File: src/hdl/uart_pkg.sv
`default_nettype none

package uart_pkg;

  ////////////////////////////////////////
  // Timing of the serial line.
  ////////////////////////////////////////

  // 50 MHz system clock divided down to 19200 baud.
  localparam int baud_div = 2604;          // Clock cycles per serial bit.
  localparam int half_baud_div = baud_div / 2; // Cycles from start edge to mid start bit.
  localparam int frame_bits = 10;          // Start bit, eight data bits and one stop bit.

  ////////////////////////////////////////
  // Vector types.
  ////////////////////////////////////////

  typedef logic [7:0] byte_t;       // One data word on the line.
  typedef logic [11:0] baud_cnt_t;  // Wide enough to hold baud_div.
  typedef logic [3:0] bit_cnt_t;    // Wide enough to count a whole frame.

  ////////////////////////////////////////
  // State machines.
  ////////////////////////////////////////

  // The transmitter is either waiting for a strobe or sending a frame.
  typedef enum logic {
    tx_idle,  // Line held high and waiting for trmt.
    tx_send   // Shifting out the ten bits of a frame.
  } tx_state_t;

  // The receiver walks through the parts of one frame.
  typedef enum logic [1:0] {
    rx_idle,   // Waiting for a falling edge on the line.
    rx_start,  // Waiting for the middle of the start bit.
    rx_data,   // Sampling the eight data bits.
    rx_stop    // Sampling the stop bit.
  } rx_state_t;

  // What the receiver hands to the host once a frame is complete.
  typedef struct packed {
    byte_t data;      // Received byte with bit 0 taken first off the line.
    logic  frame_err; // Set when the stop bit was sampled low.
  } rx_result_t;

endpackage

`default_nettype wire

File: src/hdl/uart_rx.sv
`timescale 1ns/1ps
`default_nettype none

module uart_rx (
  input  logic                 clk,       // System clock.
  input  logic                 rst_n,     // Asynchronous active low reset.
  input  logic                 rx,        // Serial input from an unrelated clock domain.
  input  logic                 clr_rdy,   // Host strobe that acknowledges a received byte.
  output logic                 rx_rdy,    // A frame is complete and rx_result holds it.
  output uart_pkg::rx_result_t rx_result  // Received byte and its framing error flag.
);

  ////////////////////////////////////////
  // Internal signals.
  ////////////////////////////////////////

  logic                rx_meta;    // First synchronizer stage.
  logic                rx_sync;    // Second stage and the line level the FSM uses.
  logic                rx_prev;    // Line level one cycle earlier.
  logic                fall;       // Line has just gone from high to low.
  uart_pkg::rx_state_t state;      // Current state of the deframer.
  uart_pkg::rx_state_t nxt_state;  // State taken on the next clock.
  uart_pkg::baud_cnt_t baud_cnt;   // Cycles left until the next sample point.
  uart_pkg::bit_cnt_t  bit_cnt;    // Data bits sampled so far.
  uart_pkg::byte_t     shft_reg;   // Data bits collected with bit 0 arriving first.
  logic                tick;       // Counter has reached a sample point.
  logic                start;      // Falling edge seen while idle.
  logic                load_bit;   // Reload the counter for a full bit period.
  logic                take_bit;   // Sample a data bit into the shift register.
  logic                set_rdy;    // Stop bit sampled and the frame is done.

  ////////////////////////////////////////
  // Input synchronizer.
  ////////////////////////////////////////

  // Presetting to one keeps a reset from looking like a start bit.
  always_ff @(posedge clk, negedge rst_n) begin
    if (!rst_n) begin
      rx_meta <= 1'b1;
      rx_sync <= 1'b1;
      rx_prev <= 1'b1;
    end else begin
      rx_meta <= rx;                           // May go metastable.
      rx_sync <= rx_meta;                      // Settled copy of the line.
      rx_prev <= rx_sync;                      // Kept for edge detection.
    end
  end

  assign fall = rx_prev && !rx_sync;           // High to low marks a possible start bit.
  assign tick = (baud_cnt == '0);              // Sample points sit where the count runs out.

  ////////////////////////////////////////
  // Datapath.
  ////////////////////////////////////////

  // Down counter. Half a bit reaches the middle of the start bit and full bits follow.
  always_ff @(posedge clk, negedge rst_n) begin
    if (!rst_n) begin
      baud_cnt <= '0;
    end else if (start) begin
      baud_cnt <= uart_pkg::baud_cnt_t'(uart_pkg::half_baud_div);
    end else if (load_bit) begin
      baud_cnt <= uart_pkg::baud_cnt_t'(uart_pkg::baud_div); // Next sample baud_div + 1 later.
    end else if ((state != uart_pkg::rx_idle) && !tick) begin
      baud_cnt <= baud_cnt - 1'b1;
    end
  end

  // Counts data bits so the FSM knows when the byte is full.
  always_ff @(posedge clk, negedge rst_n) begin
    if (!rst_n) begin
      bit_cnt <= '0;
    end else if (start) begin
      bit_cnt <= '0;                           // Every frame begins at data bit 0.
    end else if (take_bit) begin
      bit_cnt <= bit_cnt + 1'b1;
    end
  end

  // Bits enter at the top and end up in order once all eight are in.
  always_ff @(posedge clk) begin
    if (take_bit) begin
      shft_reg <= {rx_sync, shft_reg[7:1]};
    end
  end

  // Result is captured at the stop sample and held until the next frame.
  always_ff @(posedge clk, negedge rst_n) begin
    if (!rst_n) begin
      rx_result <= '0;
    end else if (set_rdy) begin
      rx_result.data <= shft_reg;
      rx_result.frame_err <= !rx_sync;         // A low stop bit is a framing error.
    end
  end

  // Ready flag. A new start edge or the host acknowledge clears it.
  always_ff @(posedge clk, negedge rst_n) begin
    if (!rst_n) begin
      rx_rdy <= 1'b0;
    end else if (set_rdy) begin
      rx_rdy <= 1'b1;                          // Visible the cycle after the stop sample.
    end else if (clr_rdy || start) begin
      rx_rdy <= 1'b0;
    end
  end

  ////////////////////////////////////////
  // Control FSM.
  ////////////////////////////////////////

  always_ff @(posedge clk, negedge rst_n) begin
    if (!rst_n) begin
      state <= uart_pkg::rx_idle;
    end else begin
      state <= nxt_state;
    end
  end

  always_comb begin
    nxt_state = state;                         // Hold by default.
    start = 1'b0;
    load_bit = 1'b0;
    take_bit = 1'b0;
    set_rdy = 1'b0;
    case (state)
      uart_pkg::rx_start: begin
        if (tick) begin
          if (rx_sync) begin
            nxt_state = uart_pkg::rx_idle;     // Line went back high, so it was a glitch.
          end else begin
            load_bit = 1'b1;                   // Real start bit. Time the first data bit.
            nxt_state = uart_pkg::rx_data;
          end
        end
      end
      uart_pkg::rx_data: begin
        if (tick) begin
          take_bit = 1'b1;
          load_bit = 1'b1;
          if (bit_cnt == uart_pkg::bit_cnt_t'($bits(uart_pkg::byte_t) - 1)) begin
            nxt_state = uart_pkg::rx_stop;     // Last data bit taken. The stop bit is next.
          end
        end
      end
      uart_pkg::rx_stop: begin
        if (tick) begin
          set_rdy = 1'b1;                      // Frame finished whatever the stop level.
          nxt_state = uart_pkg::rx_idle;
        end
      end
      default: begin
        if (fall) begin
          start = 1'b1;
          nxt_state = uart_pkg::rx_start;
        end
      end
    endcase
  end

endmodule

`default_nettype wire

File: src/hdl/uart_trx.sv
`timescale 1ns/1ps
`default_nettype none

module uart_trx (
  input  logic                 clk,       // System clock shared by both directions.
  input  logic                 rst_n,     // Asynchronous active low reset.
  input  logic                 trmt,      // One-cycle strobe that starts a transmit frame.
  input  uart_pkg::byte_t      tx_data,   // Byte to transmit.
  output logic                 tx_done,   // Transmit frame finished.
  output logic                 tx,        // Serial output.
  input  logic                 rx,        // Serial input.
  input  logic                 clr_rdy,   // Acknowledge for the received byte.
  output logic                 rx_rdy,    // Received byte is waiting.
  output uart_pkg::rx_result_t rx_result  // Received byte and framing error.
);

  ////////////////////////////////////////
  // Transmit direction.
  ////////////////////////////////////////

  // Framer that turns a byte into ten bits on tx.
  uart_tx u_tx (
    .clk     (clk),
    .rst_n   (rst_n),
    .trmt    (trmt),
    .tx_data (tx_data),
    .tx_done (tx_done),
    .tx      (tx)
  );

  ////////////////////////////////////////
  // Receive direction.
  ////////////////////////////////////////

  // Deframer that recovers a byte from rx. Both sides run fully independently.
  uart_rx u_rx (
    .clk       (clk),
    .rst_n     (rst_n),
    .rx        (rx),
    .clr_rdy   (clr_rdy),
    .rx_rdy    (rx_rdy),
    .rx_result (rx_result)
  );

  // The serial pins are kept apart so the line can be looped outside.

endmodule

`default_nettype wire

File: src/hdl/uart_tx.sv
`timescale 1ns/1ps
`default_nettype none

module uart_tx (
  input  logic            clk,     // System clock.
  input  logic            rst_n,   // Asynchronous active low reset.
  input  logic            trmt,    // One-cycle strobe that asks for a frame to be sent.
  input  uart_pkg::byte_t tx_data, // Byte to send and valid together with trmt.
  output logic            tx_done, // High from the end of a frame until the next accepted trmt.
  output logic            tx       // Serial output which idles high.
);

  ////////////////////////////////////////
  // Internal signals.
  ////////////////////////////////////////

  uart_pkg::tx_state_t state;      // Current state of the framer.
  uart_pkg::tx_state_t nxt_state;  // State taken on the next clock.
  logic [8:0]          shft_reg;   // Data byte above the start bit.
  uart_pkg::baud_cnt_t baud_cnt;   // Cycles spent on the current bit.
  uart_pkg::bit_cnt_t  bit_cnt;    // Bits already shifted out of the frame.
  logic                init;       // Strobe accepted, so load the shift register.
  logic                shift;      // Current bit period is over.
  logic                sending;    // Frame still has bits left to send.
  logic                set_done;   // Last bit period has just finished.

  ////////////////////////////////////////
  // Datapath.
  ////////////////////////////////////////

  // The shift register holds the line level in bit 0 and refills with ones from the top.
  always_ff @(posedge clk, negedge rst_n) begin
    if (!rst_n) begin
      shft_reg <= '1;                          // All ones keeps the line idle.
    end else if (init) begin
      shft_reg <= {tx_data, 1'b0};             // Byte sits above the low start bit.
    end else if (shift) begin
      shft_reg <= {1'b1, shft_reg[8:1]};       // Next bit moves down and a stop one enters.
    end
  end

  // Each bit lasts from count 0 up to baud_div inclusive.
  always_ff @(posedge clk, negedge rst_n) begin
    if (!rst_n) begin
      baud_cnt <= '0;
    end else if (init || shift) begin
      baud_cnt <= '0;                          // A fresh bit period begins.
    end else if (sending) begin
      baud_cnt <= baud_cnt + 1'b1;             // Count cycles of the bit on the line.
    end
  end

  // Counts the bits of the frame that have left the shift register.
  always_ff @(posedge clk, negedge rst_n) begin
    if (!rst_n) begin
      bit_cnt <= '0;
    end else if (init) begin
      bit_cnt <= '0;                           // New frame starts at the start bit.
    end else if (shift) begin
      bit_cnt <= bit_cnt + 1'b1;               // One more bit is finished.
    end
  end

  assign shift = sending && (baud_cnt == uart_pkg::baud_cnt_t'(uart_pkg::baud_div)); // End of bit.
  assign tx = shft_reg[0];                     // The line follows the bottom of the register.

  // Set and clear flop for the done flag. A new frame clears it first.
  always_ff @(posedge clk, negedge rst_n) begin
    if (!rst_n) begin
      tx_done <= 1'b0;
    end else if (init) begin
      tx_done <= 1'b0;                         // Cleared on the cycle after the accepted strobe.
    end else if (set_done) begin
      tx_done <= 1'b1;                         // Held until the host sends again.
    end
  end

  ////////////////////////////////////////
  // Control FSM.
  ////////////////////////////////////////

  always_ff @(posedge clk, negedge rst_n) begin
    if (!rst_n) begin
      state <= uart_pkg::tx_idle;
    end else begin
      state <= nxt_state;
    end
  end

  // Next state and strobes. A trmt during a frame is simply not looked at.
  always_comb begin
    nxt_state = state;                         // Stay put unless told otherwise.
    init = 1'b0;
    sending = 1'b0;
    set_done = 1'b0;
    case (state)
      uart_pkg::tx_send: begin
        if (bit_cnt == uart_pkg::bit_cnt_t'(uart_pkg::frame_bits)) begin
          set_done = 1'b1;                     // Stop bit has had its full period.
          nxt_state = uart_pkg::tx_idle;
        end else begin
          sending = 1'b1;                      // Bits remain, so keep counting.
        end
      end
      default: begin
        if (trmt) begin
          init = 1'b1;                         // Accept the byte only while idle.
          nxt_state = uart_pkg::tx_send;
        end
      end
    endcase
  end

endmodule

`default_nettype wire

File: config.mk
export PLATFORM = sky130hd
export DESIGN_NAME = uart_trx
export DESIGN_NICKNAME = d
export VERILOG_FILES = /design/src/hdl/uart_pkg.sv /design/src/hdl/uart_rx.sv /design/src/hdl/uart_trx.sv /design/src/hdl/uart_tx.sv
export SDC_FILE = /design/constraint.sdc
export NUM_CORES = 1
export LEC_CHECK = 0
export ABC_AREA = 1
export BUFFER_PORTS_ARGS = -buffer_cell sky130_fd_sc_hd__buf_2
export CAP_MARGIN = 20
export CELL_PAD_IN_SITES_DETAIL_PLACEMENT = 0
export CELL_PAD_IN_SITES_GLOBAL_PLACEMENT = 1
export CORE_MARGIN = 2
export CORE_UTILIZATION = 41
export CTS_BUF_LIST = sky130_fd_sc_hd__clkbuf_4
export DETAILED_ROUTE_END_ITERATION = 16
export GPL_ROUTABILITY_DRIVEN = 0
export PLACE_DENSITY_LB_ADDON = 0.1
export SLEW_MARGIN = 5
export SYNTH_ARGS = -nofsm -noshare
export SYNTH_HDL_FRONTEND = slang
export SYNTH_SLANG_ARGS = --single-unit
File: constraint.sdc
create_clock -name clk -period 2.1 [get_ports clk]
set_clock_uncertainty 0.05 [all_clocks]
set_input_delay 0.42 -clock clk [delete_from_list [all_inputs] [get_ports clk]]
set_output_delay 0.42 -clock clk [all_outputs]
set_load 0.005 [all_outputs]
==> key figures, run 1 <==
Global route
  • Gr usage total: 17.1%
  • Number of global-route vias before repair: about 2.6k
  • Global-route congestion overflow total: 0
  • Global-route wire length before repair: between 10 and 15 mm
  • Number of antenna violations at the first check in global routing: 0
  • Pin count of the biggest net entering global routing: 59

Synthesis
  • Share of the synthesized area in compound gates (AO/OA/AOI/OAI): 6.48%
  • Main combinational cell family by area after synthesis: simple AND/OR/NAND/NOR gates
  • Mux contribution to synthesized area: 0%
  • Distinct cell type count of the synthesized netlist: 33
  • Post-Synthesis Net Count: ~450
  • Register bit count reported by yosys: 66
  • Yosys Warn Count: 0
  • Area share of and/or/nand/nor cells after synthesis: roughly 30%
  • Share of Yosys cell area claimed by the top area cell type: about a third
  • Cell area after technology mapping: ~0.0034 mm2
  • Fraction of the mapped netlist area in adder cells: about 4.0%
  • Top cells by area, synth: sky130_fd_sc_hd__dfrtp_1, sky130_fd_sc_hd__nand2_1, sky130_fd_sc_hd__dfstp_2, sky130_fd_sc_hd__edfxtp_1, sky130_fd_sc_hd__nor2_1
  • Share of async-settable or async-resettable flops after synthesis: 87.9%
  • Post-Syn Instances: 423
  • Average size of a mapped cell: slightly above 8 um2
  • Yosys top cell by area: sky130_fd_sc_hd__dfrtp_1
  • Parity-gate share of the synthesized area counting xor and xnor cells: 2.05%
  • Sequential-to-total area share from yosys stat: 50.0%
  • Main flop type after synthesis: sky130_fd_sc_hd__dfrtp_1
  • Number of enable-type register cells in the synthesized netlist: 8

Routing
  • First-pass iteration count of the detailed router: 4
  • Routed wire per std cell: 11.8 um
  • Post-DRT Antenna Nets: 0
  • DR vias: 2656
  • Violation count after the first detailed-routing iteration: 65
  • Via count normalized by instance count: 4.67
  • Total Routed Length: slightly below 7 mm
  • Detailed-route DRC error count: 0

Floorplanning
  • Height of the die: 95.3 um
  • Number of ports placed on the die boundary: 25
  • Cell row count: 33
  • Die width: 95.3 um
  • Starting density of the core: 42.0%
  • Core footprint: 0.00813 mm2
  • DIE AREA: 0.00908 mm2

Timing
  • Worst max-slew margin expressed relative to the limit: 67.3%
  • Actual transition at the worst max-transition pin: 486 ps
  • Unrepaired setup endpoints after global routing: false
  • Achievable clock frequency: around 0.55 GHz
  • Aggregate negative setup slack: 0 ps
  • Crit share post-route: 86.5%
  • Post-route minimum period: 1820 ps
  • Final Max Tran Viols: 0
  • Fin worst setup slack: roughly 280 ps
  • Hold WS: 51.1 ps
  • Hold Fails Final Rpt: 0
  • Number of setup violations in the final report: 0

Clock tree
  • TritonCTS Sinks: 66
  • Deepest level of the CTS H-tree: 3
  • Clock tree from TritonCTS: built
  • Cell at the root of the clock tree: sky130_fd_sc_hd__clkbuf_4
  • Clock latency on the worst-skew pair: ~420 ps
  • Buffers from clock root to sink, at most: 2
  • Worst-path clk slew: 120 ps
  • Number of CTS-inserted buffers: 9

Critical path
  • Crit path arrival time: 2060 ps
  • Maximum fanout along the worst path: 8
  • Kind of end point of the critical path: flop
  • Kind of critical path: flop to flop
  • Startpoint kind of the worst setup timing path: flop
  • Required time at the endpoint of the critical path: 2350 ps

Placement
  • Final HPWL DP: around 4.7 mm
  • Worst slack at placement: between 300 and 400 ps
  • Number of buffer cells added on primary ports: 24
  • Placement Cell Area: around 0.0037 mm2

Final layout
  • Util after Layout: between 40% and 50%
  • Share of cells above drive strength 1: approximately 17%
  • Area delta synth->final: 13.4%
  • Count of inserted antenna diode cells: 0
  • Most common cell after layout, fill and taps aside: sky130_fd_sc_hd__nand2_1
  • Most used cells in the layout excluding fill and tap cells: sky130_fd_sc_hd__nand2_1, sky130_fd_sc_hd__nor2_1, sky130_fd_sc_hd__inv_1
  • Post-route standard cell area excluding fillers: 0.00387 mm2
  • Registers with the most flip-flops: u_rx.baud_cnt: 12 flops, u_tx.baud_cnt: 12 flops
  • Net count of the finished layout: 483

Min path
  • Path class of the lowest-slack min-delay path: input port to flop

Outcome
  • Run status: complete, no violations

Flow run
  • Total of max-cap violations: 0

Pwr
  • Pwr per Cell Area: 1230 mW/mm2
  • Static Leak: around 0.0020 uW
  • Maximum vdd ir drop: 0.581 mV
synth_stat cells, types with 6 or more instances:
library cell	number
sky130_fd_sc_hd__dfstp_2	12
sky130_fd_sc_hd__ha_1	11
sky130_fd_sc_hd__edfxtp_1	8
sky130_fd_sc_hd__nand2_1	131
sky130_fd_sc_hd__nand3_1	32
sky130_fd_sc_hd__xor2_1	8
sky130_fd_sc_hd__nor3_1	7
sky130_fd_sc_hd__dfrtp_1	46
sky130_fd_sc_hd__nor2_1	50
sky130_fd_sc_hd__a21oi_1	6
sky130_fd_sc_hd__o21ai_0	19
sky130_fd_sc_hd__inv_1	49
sky130_fd_sc_hd__inv_2	8
logic make-up after synthesis:
group / count (synthesis)
compound gates: 38
xor+xnor: 8
fa+ha+maj: 11
buf+inv: 64
simple gates: 236
flops: 66
power breakdown:
group | total [uW] | switching, uW | internal [uW] | leakage [uW]
clock network | 1000 | 511 | 492 | 0.0000831
registers | 1930 | 251 | 1680 | 0.000806
logic | 1830 | 1150 | 679 | 0.00108
through the flow:
stage	cells	total power, uW
final	569	4760
after global routing	569	5220
after detailed placement	552	3800
after global placement	552	3800
after CTS	569	4840
after floorplan	423	3340
per-layer routing:
layer / GRT usage [%] / wire (um) / up-vias
li1: - / - / 1401
met1: 22.4 / 3270 / 1215
met2: 28.0 / 3190 / 30
met3: 3.08 / 145 / 10
met4: 6.88 / 124 / 0
met5: 0 / 0 / -
worst max-delay path, stage by stage, from the launching register on:
cell and delay (ps):
sky130_fd_sc_hd__dfrtp_1 460, sky130_fd_sc_hd__inv_1 140, sky130_fd_sc_hd__ha_1 230, sky130_fd_sc_hd__inv_1 70, sky130_fd_sc_hd__a21oi_1 230, sky130_fd_sc_hd__nand3_4 160
sky130_fd_sc_hd__nand2_2 160, sky130_fd_sc_hd__nor2_4 80, sky130_fd_sc_hd__nand2_1 70, sky130_fd_sc_hd__nand3_1 60
final timing paths:
kind,from,end,slack [ps],cells after the start
setup / recovery,u_rx.state[0]$_DFFE_PN0P_,u_rx.baud_cnt[8]$_DFFE_PN0P_,280,9
hold / removal,rx,u_rx.rx_meta$_DFF_PN1_,50,1
setup reg to reg,u_rx.state[0]$_DFFE_PN0P_,u_rx.baud_cnt[8]$_DFFE_PN0P_,280,9
hold reg to reg,u_rx.rx_meta$_DFF_PN1_,u_rx.rx_sync$_DFF_PN1_,320,0
max in group asynchronous,rst_n,u_rx.rx_meta$_DFF_PN1_,1200,3
min in group asynchronous,rst_n,u_rx.baud_cnt[5]$_DFFE_PN0P_,460,3
area by class of cell:
class,count,area (um2)
clock inverter,7,101
fill,803,4260
sequential,66,1710
clock buffer,9,67.6
timing repair buffer,32,195
tap,105,131
multi-input combinational,293,1460
inverter,57,214
repair_timing:
item / CTS / global route
setup buffers: 0 / 0
hold buffers: 1 / 0
gates resized for setup: 0 / 0
endpoints found under the hold margin: 46 / 0
Power figures use the tool's default switching activity.
==> run 2: changes to the inputs <==
- ABC_AREA: 1 -> 0
- RECOVER_POWER: default -> 25
==> key figures, run 2 <==
Synthesis
  • Post-Synthesis Net Count: 316
  • Cell area after technology mapping: about 0.0032 mm2
  • Share of Yosys cell area claimed by the top area cell type: 36.5%
  • Yosys Warn Count: 0
  • Yosys top cell by area: sky130_fd_sc_hd__dfrtp_1
  • Distinct cell type count of the synthesized netlist: 44
  • Cell with the most instances after synthesis: sky130_fd_sc_hd__dfrtp_1
  • Top cells by area, synth: sky130_fd_sc_hd__dfrtp_1, sky130_fd_sc_hd__dfstp_2, sky130_fd_sc_hd__edfxtp_1, sky130_fd_sc_hd__ha_1, sky130_fd_sc_hd__o21ai_0
  • Register bit count reported by yosys: 66
  • Post-Syn Instances: roughly 300
  • Share of async-settable or async-resettable flops after synthesis: 87.9%
  • Average size of a mapped cell: between 10 and 15 um2
  • Number of enable-type register cells in the synthesized netlist: 8
  • Main flop type after synthesis: sky130_fd_sc_hd__dfrtp_1
  • Sequential-to-total area share from yosys stat: 54.2%
  • Most used standard cells in the synthesized netlist: sky130_fd_sc_hd__dfrtp_1, sky130_fd_sc_hd__o21ai_0, sky130_fd_sc_hd__nand2_1, sky130_fd_sc_hd__a21oi_1, sky130_fd_sc_hd__inv_1

Pwr
  • Maximum vdd ir drop: between 0.5 and 0.6 mV
  • Static Leak: 0.00172 uW
  • Pwr per Cell Area: 1090 mW/mm2

Clock tree
  • Postcts setup bufs: 0
  • Cell at the root of the clock tree: sky130_fd_sc_hd__clkbuf_4
  • Worst-path clk slew: between 100 and 150 ps
  • Clock latency on the worst-skew pair: 420 ps
  • Clock tree from TritonCTS: built
  • Number of CTS-inserted buffers: 9
  • Deepest level of the CTS H-tree: 3
  • Buffers from clock root to sink, at most: 2
  • TritonCTS Sinks: between 60 and 70

Timing
  • Aggregate negative setup slack: 0 ps
  • Achievable clock frequency: ~0.49 GHz
  • Hold Fails Final Rpt: 0
  • Unrepaired setup endpoints after global routing: true
  • Actual transition at the worst max-transition pin: 888 ps
  • Number of setup violations in the final report: 0
  • Worst max-slew margin expressed relative to the limit: around 40%
  • Post-route minimum period: 2030 ps
  • Crit share post-route: 96.6%
  • Final Max Tran Viols: 0

Min path
  • Hold worst-path end: u_rx.rx_meta$_DFF_PN1_
  • Hold Crit Start: rx
  • Path class of the lowest-slack min-delay path: input port to flop
  • Min-Delay Path Depth: 1

Placement
  • Final HPWL DP: 4.17 mm
  • Number of buffer cells added on primary ports: 24
  • Post-placement cell count: 428
  • Placement Cell Area: 0.00354 mm2

Critical path
  • FF-to-FF path depth: 6
  • Crit path arrival time: 2320 ps
  • Critical Path, Cell by Cell: inv_2, ha_2, or4_4, a211o_4, or4_4, a31oi_1
  • Worst path slowest cell: sky130_fd_sc_hd__or4_4
  • End of the worst register-to-register path: u_rx.baud_cnt[9]$_DFFE_PN0P_
  • Most Frequent Cell on Critical Path: sky130_fd_sc_hd__or4_4
  • Slowest stage delay, CP: 450 ps
  • Maximum fanout along the worst path: 5
  • Reg-to-reg setup timing slack: 70 ps
  • Startpoint kind of the worst setup timing path: flop
  • Kind of critical path: flop to flop
  • Kind of end point of the critical path: flop
  • Required time at the endpoint of the critical path: 2390 ps

Global route
  • Number of global-route vias before repair: 2253
  • Global-route wire length before repair: 10.6 mm
  • Gr usage total: 15.9%
  • Number of antenna violations at the first check in global routing: 0
  • Global-route congestion overflow total: 0
  • Pin count of the biggest net entering global routing: 36

Routing
  • First-pass iteration count of the detailed router: 4
  • Detailed-route DRC error count: 0
  • Total Routed Length: 6.07 mm
  • Violation count after the first detailed-routing iteration: slightly below 90
  • Routed wire per std cell: 13.6 um
  • Via count normalized by instance count: 5.22
  • DR vias: ~2.3k
  • Post-DRT Antenna Nets: 0

Floorplanning
  • DIE AREA: 0.00840 mm2
  • Die width: 91.7 um
  • Cell row count: 31
  • Starting density of the core: 43.0%
  • Number of ports placed on the die boundary: 25
  • Core footprint: about 0.0073 mm2
  • Height of the die: 91.7 um

Final layout
  • Registers with the most flip-flops: u_rx.baud_cnt: 12 flops, u_tx.baud_cnt: 12 flops
  • Area delta synth->final: 18.5%
  • Count of inserted antenna diode cells: 0
  • Post-route standard cell area excluding fillers: 0.00373 mm2
  • Net count of the finished layout: 365
  • Non-filler cells, final: 445
  • Area of the multi-input gates: 0.00138 mm2
  • Share of cells above drive strength 1: 27.5%
  • FILL cells: 676
  • Footprint of the flip-flops and latches: approximately 0.0017 mm2
  • Most used cells in the layout excluding fill and tap cells: sky130_fd_sc_hd__dfrtp_1, sky130_fd_sc_hd__o21ai_0, sky130_fd_sc_hd__nand2_1, sky130_fd_sc_hd__buf_2, sky130_fd_sc_hd__buf_4
  • Util after Layout: 50.9%
  • Most common cell after layout, fill and taps aside: sky130_fd_sc_hd__dfrtp_1

Flow run
  • Total of max-cap violations: 0

Outcome
  • Run status: complete, no violations
## run 2: cell types whose count changed after synthesis, sizes merged, moves of 7 or more
cell,delta
nor2,-38
mux2i,+10
nand3,-24
mux2,+9
or3,+12
inv,-41
nand2,-110
a21oi,+8
or4,+7
## run 2: cell type report
cell class	instances	share of cell area, %
flip-flops and latches	66	45.7
multi-input cells	201	37.0
repair buffers	47	7.81
well taps	99	3.32
clock inverters	7	2.75
clock buffers	9	1.81
inverters	16	1.61
## run 2: cell families after synthesis
group | Yosys count | synth area share (%)
AOI/OAI and AO/OA | 61 | 11.2
buffers and inverters | 25 | 3.18
DFF | 66 | 54.2
and+or+nand+nor | 99 | 17.6
xor gates and xnor gates | 11 | 3.06
adders and majority gates | 11 | 4.37
muxes | 19 | 6.39
## run 2: how the worst max path moves through the flow
stage | start | end | slack, ps | cells past startpoint
2_1_floorplan | u_rx.state[0]$_DFFE_PN0P_ | u_rx.baud_cnt[9]$_DFFE_PN0P_ | 6 | 6
3_3_place_gp | flop | u_rx.baud_cnt[9]$_DFFE_PN0P_ | 80 | 6
3_5_place_dp | flop | u_rx.baud_cnt[9]$_DFFE_PN0P_ | 2 | 6
4_1_cts | flop | u_rx.baud_cnt[9]$_DFFE_PN0P_ | 10 | 6
5_1_grt | flop | u_rx.baud_cnt[9]$_DFFE_PN0P_ | -60 | 6
6_report | flop | u_rx.baud_cnt[9]$_DFFE_PN0P_ | 70 | 6
## run 2: where the power goes
group	total (uW)	leakage, uW	switching [uW]	internal (uW)
Combinational	1210	0.000837	621	585
Sequential	1850	0.000793	237	1610
Clock	999	0.0000920	504	494
Total	4060	0.00172	1360	2690
## run 2: metrics by stage
| stage | hold slack [ps] | power, uW | worst slack (ps) |
|---|---|---|---|
| floorplan | 74.4 | 2630 | 6.25 |
| global placement | 296 | 3040 | 80.0 |
| detailed placement | 297 | 3050 | 1.51 |
| CTS | 4.29 | 4080 | 14.7 |
| global route | 17.2 | 4360 | -59.0 |
| finish | 43.6 | 4060 | 71.3 |
## run 2: layer usage
metal  wire, um  GRT usage, %  part of all wire [%]  vias up
met3        157          2.79                   2.6       10
li1           -             -                     -     1164
met2       2810          24.4                    46       28
met5          0             0                     0        -
met1       2960          21.3                    49     1122
met4        141          8.71                   2.3        0
## run 2: worst max-delay path, delay by kind of cell, from the launching register on
kind	cells	cell delay (ps)
adders and majority gates	1	170
DFF	1	380
AOI/OAI and AO/OA	2	440
buffers and inverters	1	60
and+or+nand+nor	2	860
## run 2: timing repair
| item | CTS | global route |
|---|---|---|
| endpoints found under the hold margin | 46 | 0 |
| gates resized for setup | 2 | 4 |
| pin swaps | 0 | 1 |
| setup endpoints to repair | 1 | 12 |
| hold buffers | 1 | 0 |
==> run 3: changes to the inputs <==
- CTS_CLUSTER_DIAMETER: default -> 200
- clock period: 2.1 -> 2.2 ns (I/O delays scaled with it)
==> key figures, run 3 (synthesis results as in run 2) <==
Final layout
  • Util after Layout: between 40% and 50%
  • Net count of the finished layout: 361
  • Most common cell after layout, fill and taps aside: sky130_fd_sc_hd__dfrtp_1
  • Count of inserted antenna diode cells: 0
  • Share of cells above drive strength 1: 25.1%
  • Registers with the most flip-flops: u_rx.baud_cnt: 12 flops, u_tx.baud_cnt: 12 flops
  • Most used cells in the layout excluding fill and tap cells: sky130_fd_sc_hd__dfrtp_1, sky130_fd_sc_hd__o21ai_0, sky130_fd_sc_hd__nand2_1, sky130_fd_sc_hd__buf_2
  • Area delta synth->final: 15.9%
  • Post-route standard cell area excluding fillers: 0.00365 mm2
  • Non-filler cells, final: 441

Routing
  • DR vias: 2318
  • Detailed-route DRC error count: 0
  • First-pass iteration count of the detailed router: 5
  • Via count normalized by instance count: 5.26
  • Post-DRT Antenna Nets: 0
  • Total Routed Length: 6.10 mm
  • Violation count after the first detailed-routing iteration: 102
  • Routed wire per std cell: 13.8 um

Min path
  • Path class of the lowest-slack min-delay path: input port to flop

Placement
  • Final HPWL DP: ~4.2 mm
  • Number of buffer cells added on primary ports: 24
  • Placement Cell Area: 0.00349 mm2
  • Post-placement cell count: 421

Timing
  • Post-route minimum period: 2100 ps
  • Crit share post-route: 95.5%
  • Worst max-slew margin expressed relative to the limit: 16.6%
  • Actual transition at the worst max-transition pin: between 1000 and 1500 ps
  • Final Max Tran Viols: 0
  • Hold WS: ~70 ps
  • Achievable clock frequency: between 0.4 and 0.5 GHz
  • Hold Fails Final Rpt: 0
  • Number of setup violations in the final report: 0

Outcome
  • Run status: complete, no violations

Clock tree
  • Deepest level of the CTS H-tree: 3
  • Buffers from clock root to sink, at most: 2
  • Clock latency on the worst-skew pair: slightly above 400 ps
  • Clock tree from TritonCTS: built
  • Number of CTS-inserted buffers: 9
  • TritonCTS Sinks: between 60 and 70
  • Cell at the root of the clock tree: sky130_fd_sc_hd__clkbuf_4
  • Worst-path clk slew: 110 ps

Pwr
  • Total power draw: 3650 uW
  • Net switching power: 1260 uW
  • Static Leak: 0.00168 uW
  • Combinational cell fraction of total power: 29.1%
  • Internal Pwr Total: approximately 2400 uW
  • Proportion of total power due to net switching: 34.5%
  • Clk network pwr share: 22.1%
  • Maximum vdd ir drop: between 0.5 and 0.6 mV
  • Pwr per Cell Area: between 1000 and 1500 mW/mm2
  • Sequential group share of total power: roughly half

Floorplanning
  • Number of ports placed on the die boundary: 25
  • Die width: 91.7 um
  • DIE AREA: 0.00840 mm2
  • Starting density of the core: 43.0%
  • Core footprint: 0.00733 mm2
  • Cell row count: 31
  • Height of the die: 91.7 um

Global route
  • Global-route congestion overflow total: 0
  • Number of antenna violations at the first check in global routing: 0
  • Global-route wire length before repair: 10.5 mm
  • Number of global-route vias before repair: 2306
  • Pin count of the biggest net entering global routing: 29
  • Gr usage total: between 10% and 20%

Critical path
  • Startpoint kind of the worst setup timing path: flop
  • Required time at the endpoint of the critical path: 2490 ps
  • Crit path arrival time: 2390 ps
  • Kind of critical path: flop to flop
  • Worst Path Buf+Inv: 1
  • Critical Path, Cell by Cell: inv_2, ha_1, or4_4, a211o_1, or4_1, a31oi_1
  • Slowest stage delay, CP: 450 ps
  • Worst path slowest cell: sky130_fd_sc_hd__or4_4
  • Delay-heaviest family, CP: simple AND/OR/NAND/NOR gates
  • Maximum fanout along the worst path: 5
  • Kind of end point of the critical path: flop

Flow run
  • Total of max-cap violations: 0
==> run 3: area by class of cell <==
type | instances | area (um2)
Inverter | 16 | 60.1
Fill cell | 690 | 3680
Clock buffer | 9 | 67.6
Multi-Input combinational cell | 201 | 1350
Timing Repair Buffer | 43 | 277
Tap cell | 99 | 124
Clock inverter | 7 | 67.6
Sequential cell | 66 | 1710
==> run 3: final timing paths <==
check | cells after the start | slack, ps | to | start
setup / recovery | 6 | 100 | u_rx.baud_cnt[9]$_DFFE_PN0P_ | flop
hold / removal | 1 | 70 | u_rx.rx_meta$_DFF_PN1_ | rx
setup reg to reg | 6 | 100 | u_rx.baud_cnt[9]$_DFFE_PN0P_ | flop
hold reg to reg | 0 | 320 | u_rx.rx_sync$_DFF_PN1_ | u_rx.rx_meta$_DFF_PN1_
max in group asynchronous | 3 | 450 | u_rx.rx_meta$_DFF_PN1_ | rst_n
min in group asynchronous | 2 | 750 | u_tx.bit_cnt[2]$_DFFE_PN0N_ | rst_n
==> run 3: per-stage QoR <==
| step | setup WS (ps) | setup TNS (ps) |
|---|---|---|
| final | 100 | 0 |
| after global routing | -11.5 | -11.5 |
| after CTS | 6.46 | 0 |
| after detailed placement | 7.94 | 0 |
| after global placement | 79.6 | 0 |
| after floorplan | 64.6 | 0 |
==> run 3: worst reg2reg max path: cells and delay by family (launching register included) <==
| kind | cells | cell delay [ps] |
|---|---|---|
| buffers and inverters | 1 | 70 |
| adders and majority gates | 1 | 200 |
| AOI/OAI and AO/OA | 2 | 440 |
| DFF | 1 | 420 |
| and+or+nand+nor | 2 | 870 |
==> run 3: power groups by stage <==
stage / Sequential (uW) / Clock, uW / Combinational, uW
after floorplan: 1740 / 0 / 766
after global placement: 1800 / 0 / 1030
after detailed placement: 1800 / 0 / 1050
after CTS: 1780 / 840 / 1060
after global routing: 1830 / 881 / 1210
final: 1780 / 809 / 1060
==> run 3: routing by layer <==
| layer | up-vias | wire length, um | global-route usage [%] |
|---|---|---|---|
| met5 | - | 0 | 0 |
| met4 | 0 | 133 | 7.95 |
| met3 | 10 | 145 | 2.71 |
| met2 | 27 | 2860 | 25.5 |
| met1 | 1137 | 2970 | 20.2 |
| li1 | 1144 | - | - |
==> run 3: timing repair <==
action | CTS | global route
endpoints found under the hold margin | 9 | 0
hold buffers | 1 | 0
buffers inserted | 0 | 3
setup endpoints to repair | 0 | 2
gates resized for setup | 0 | 1
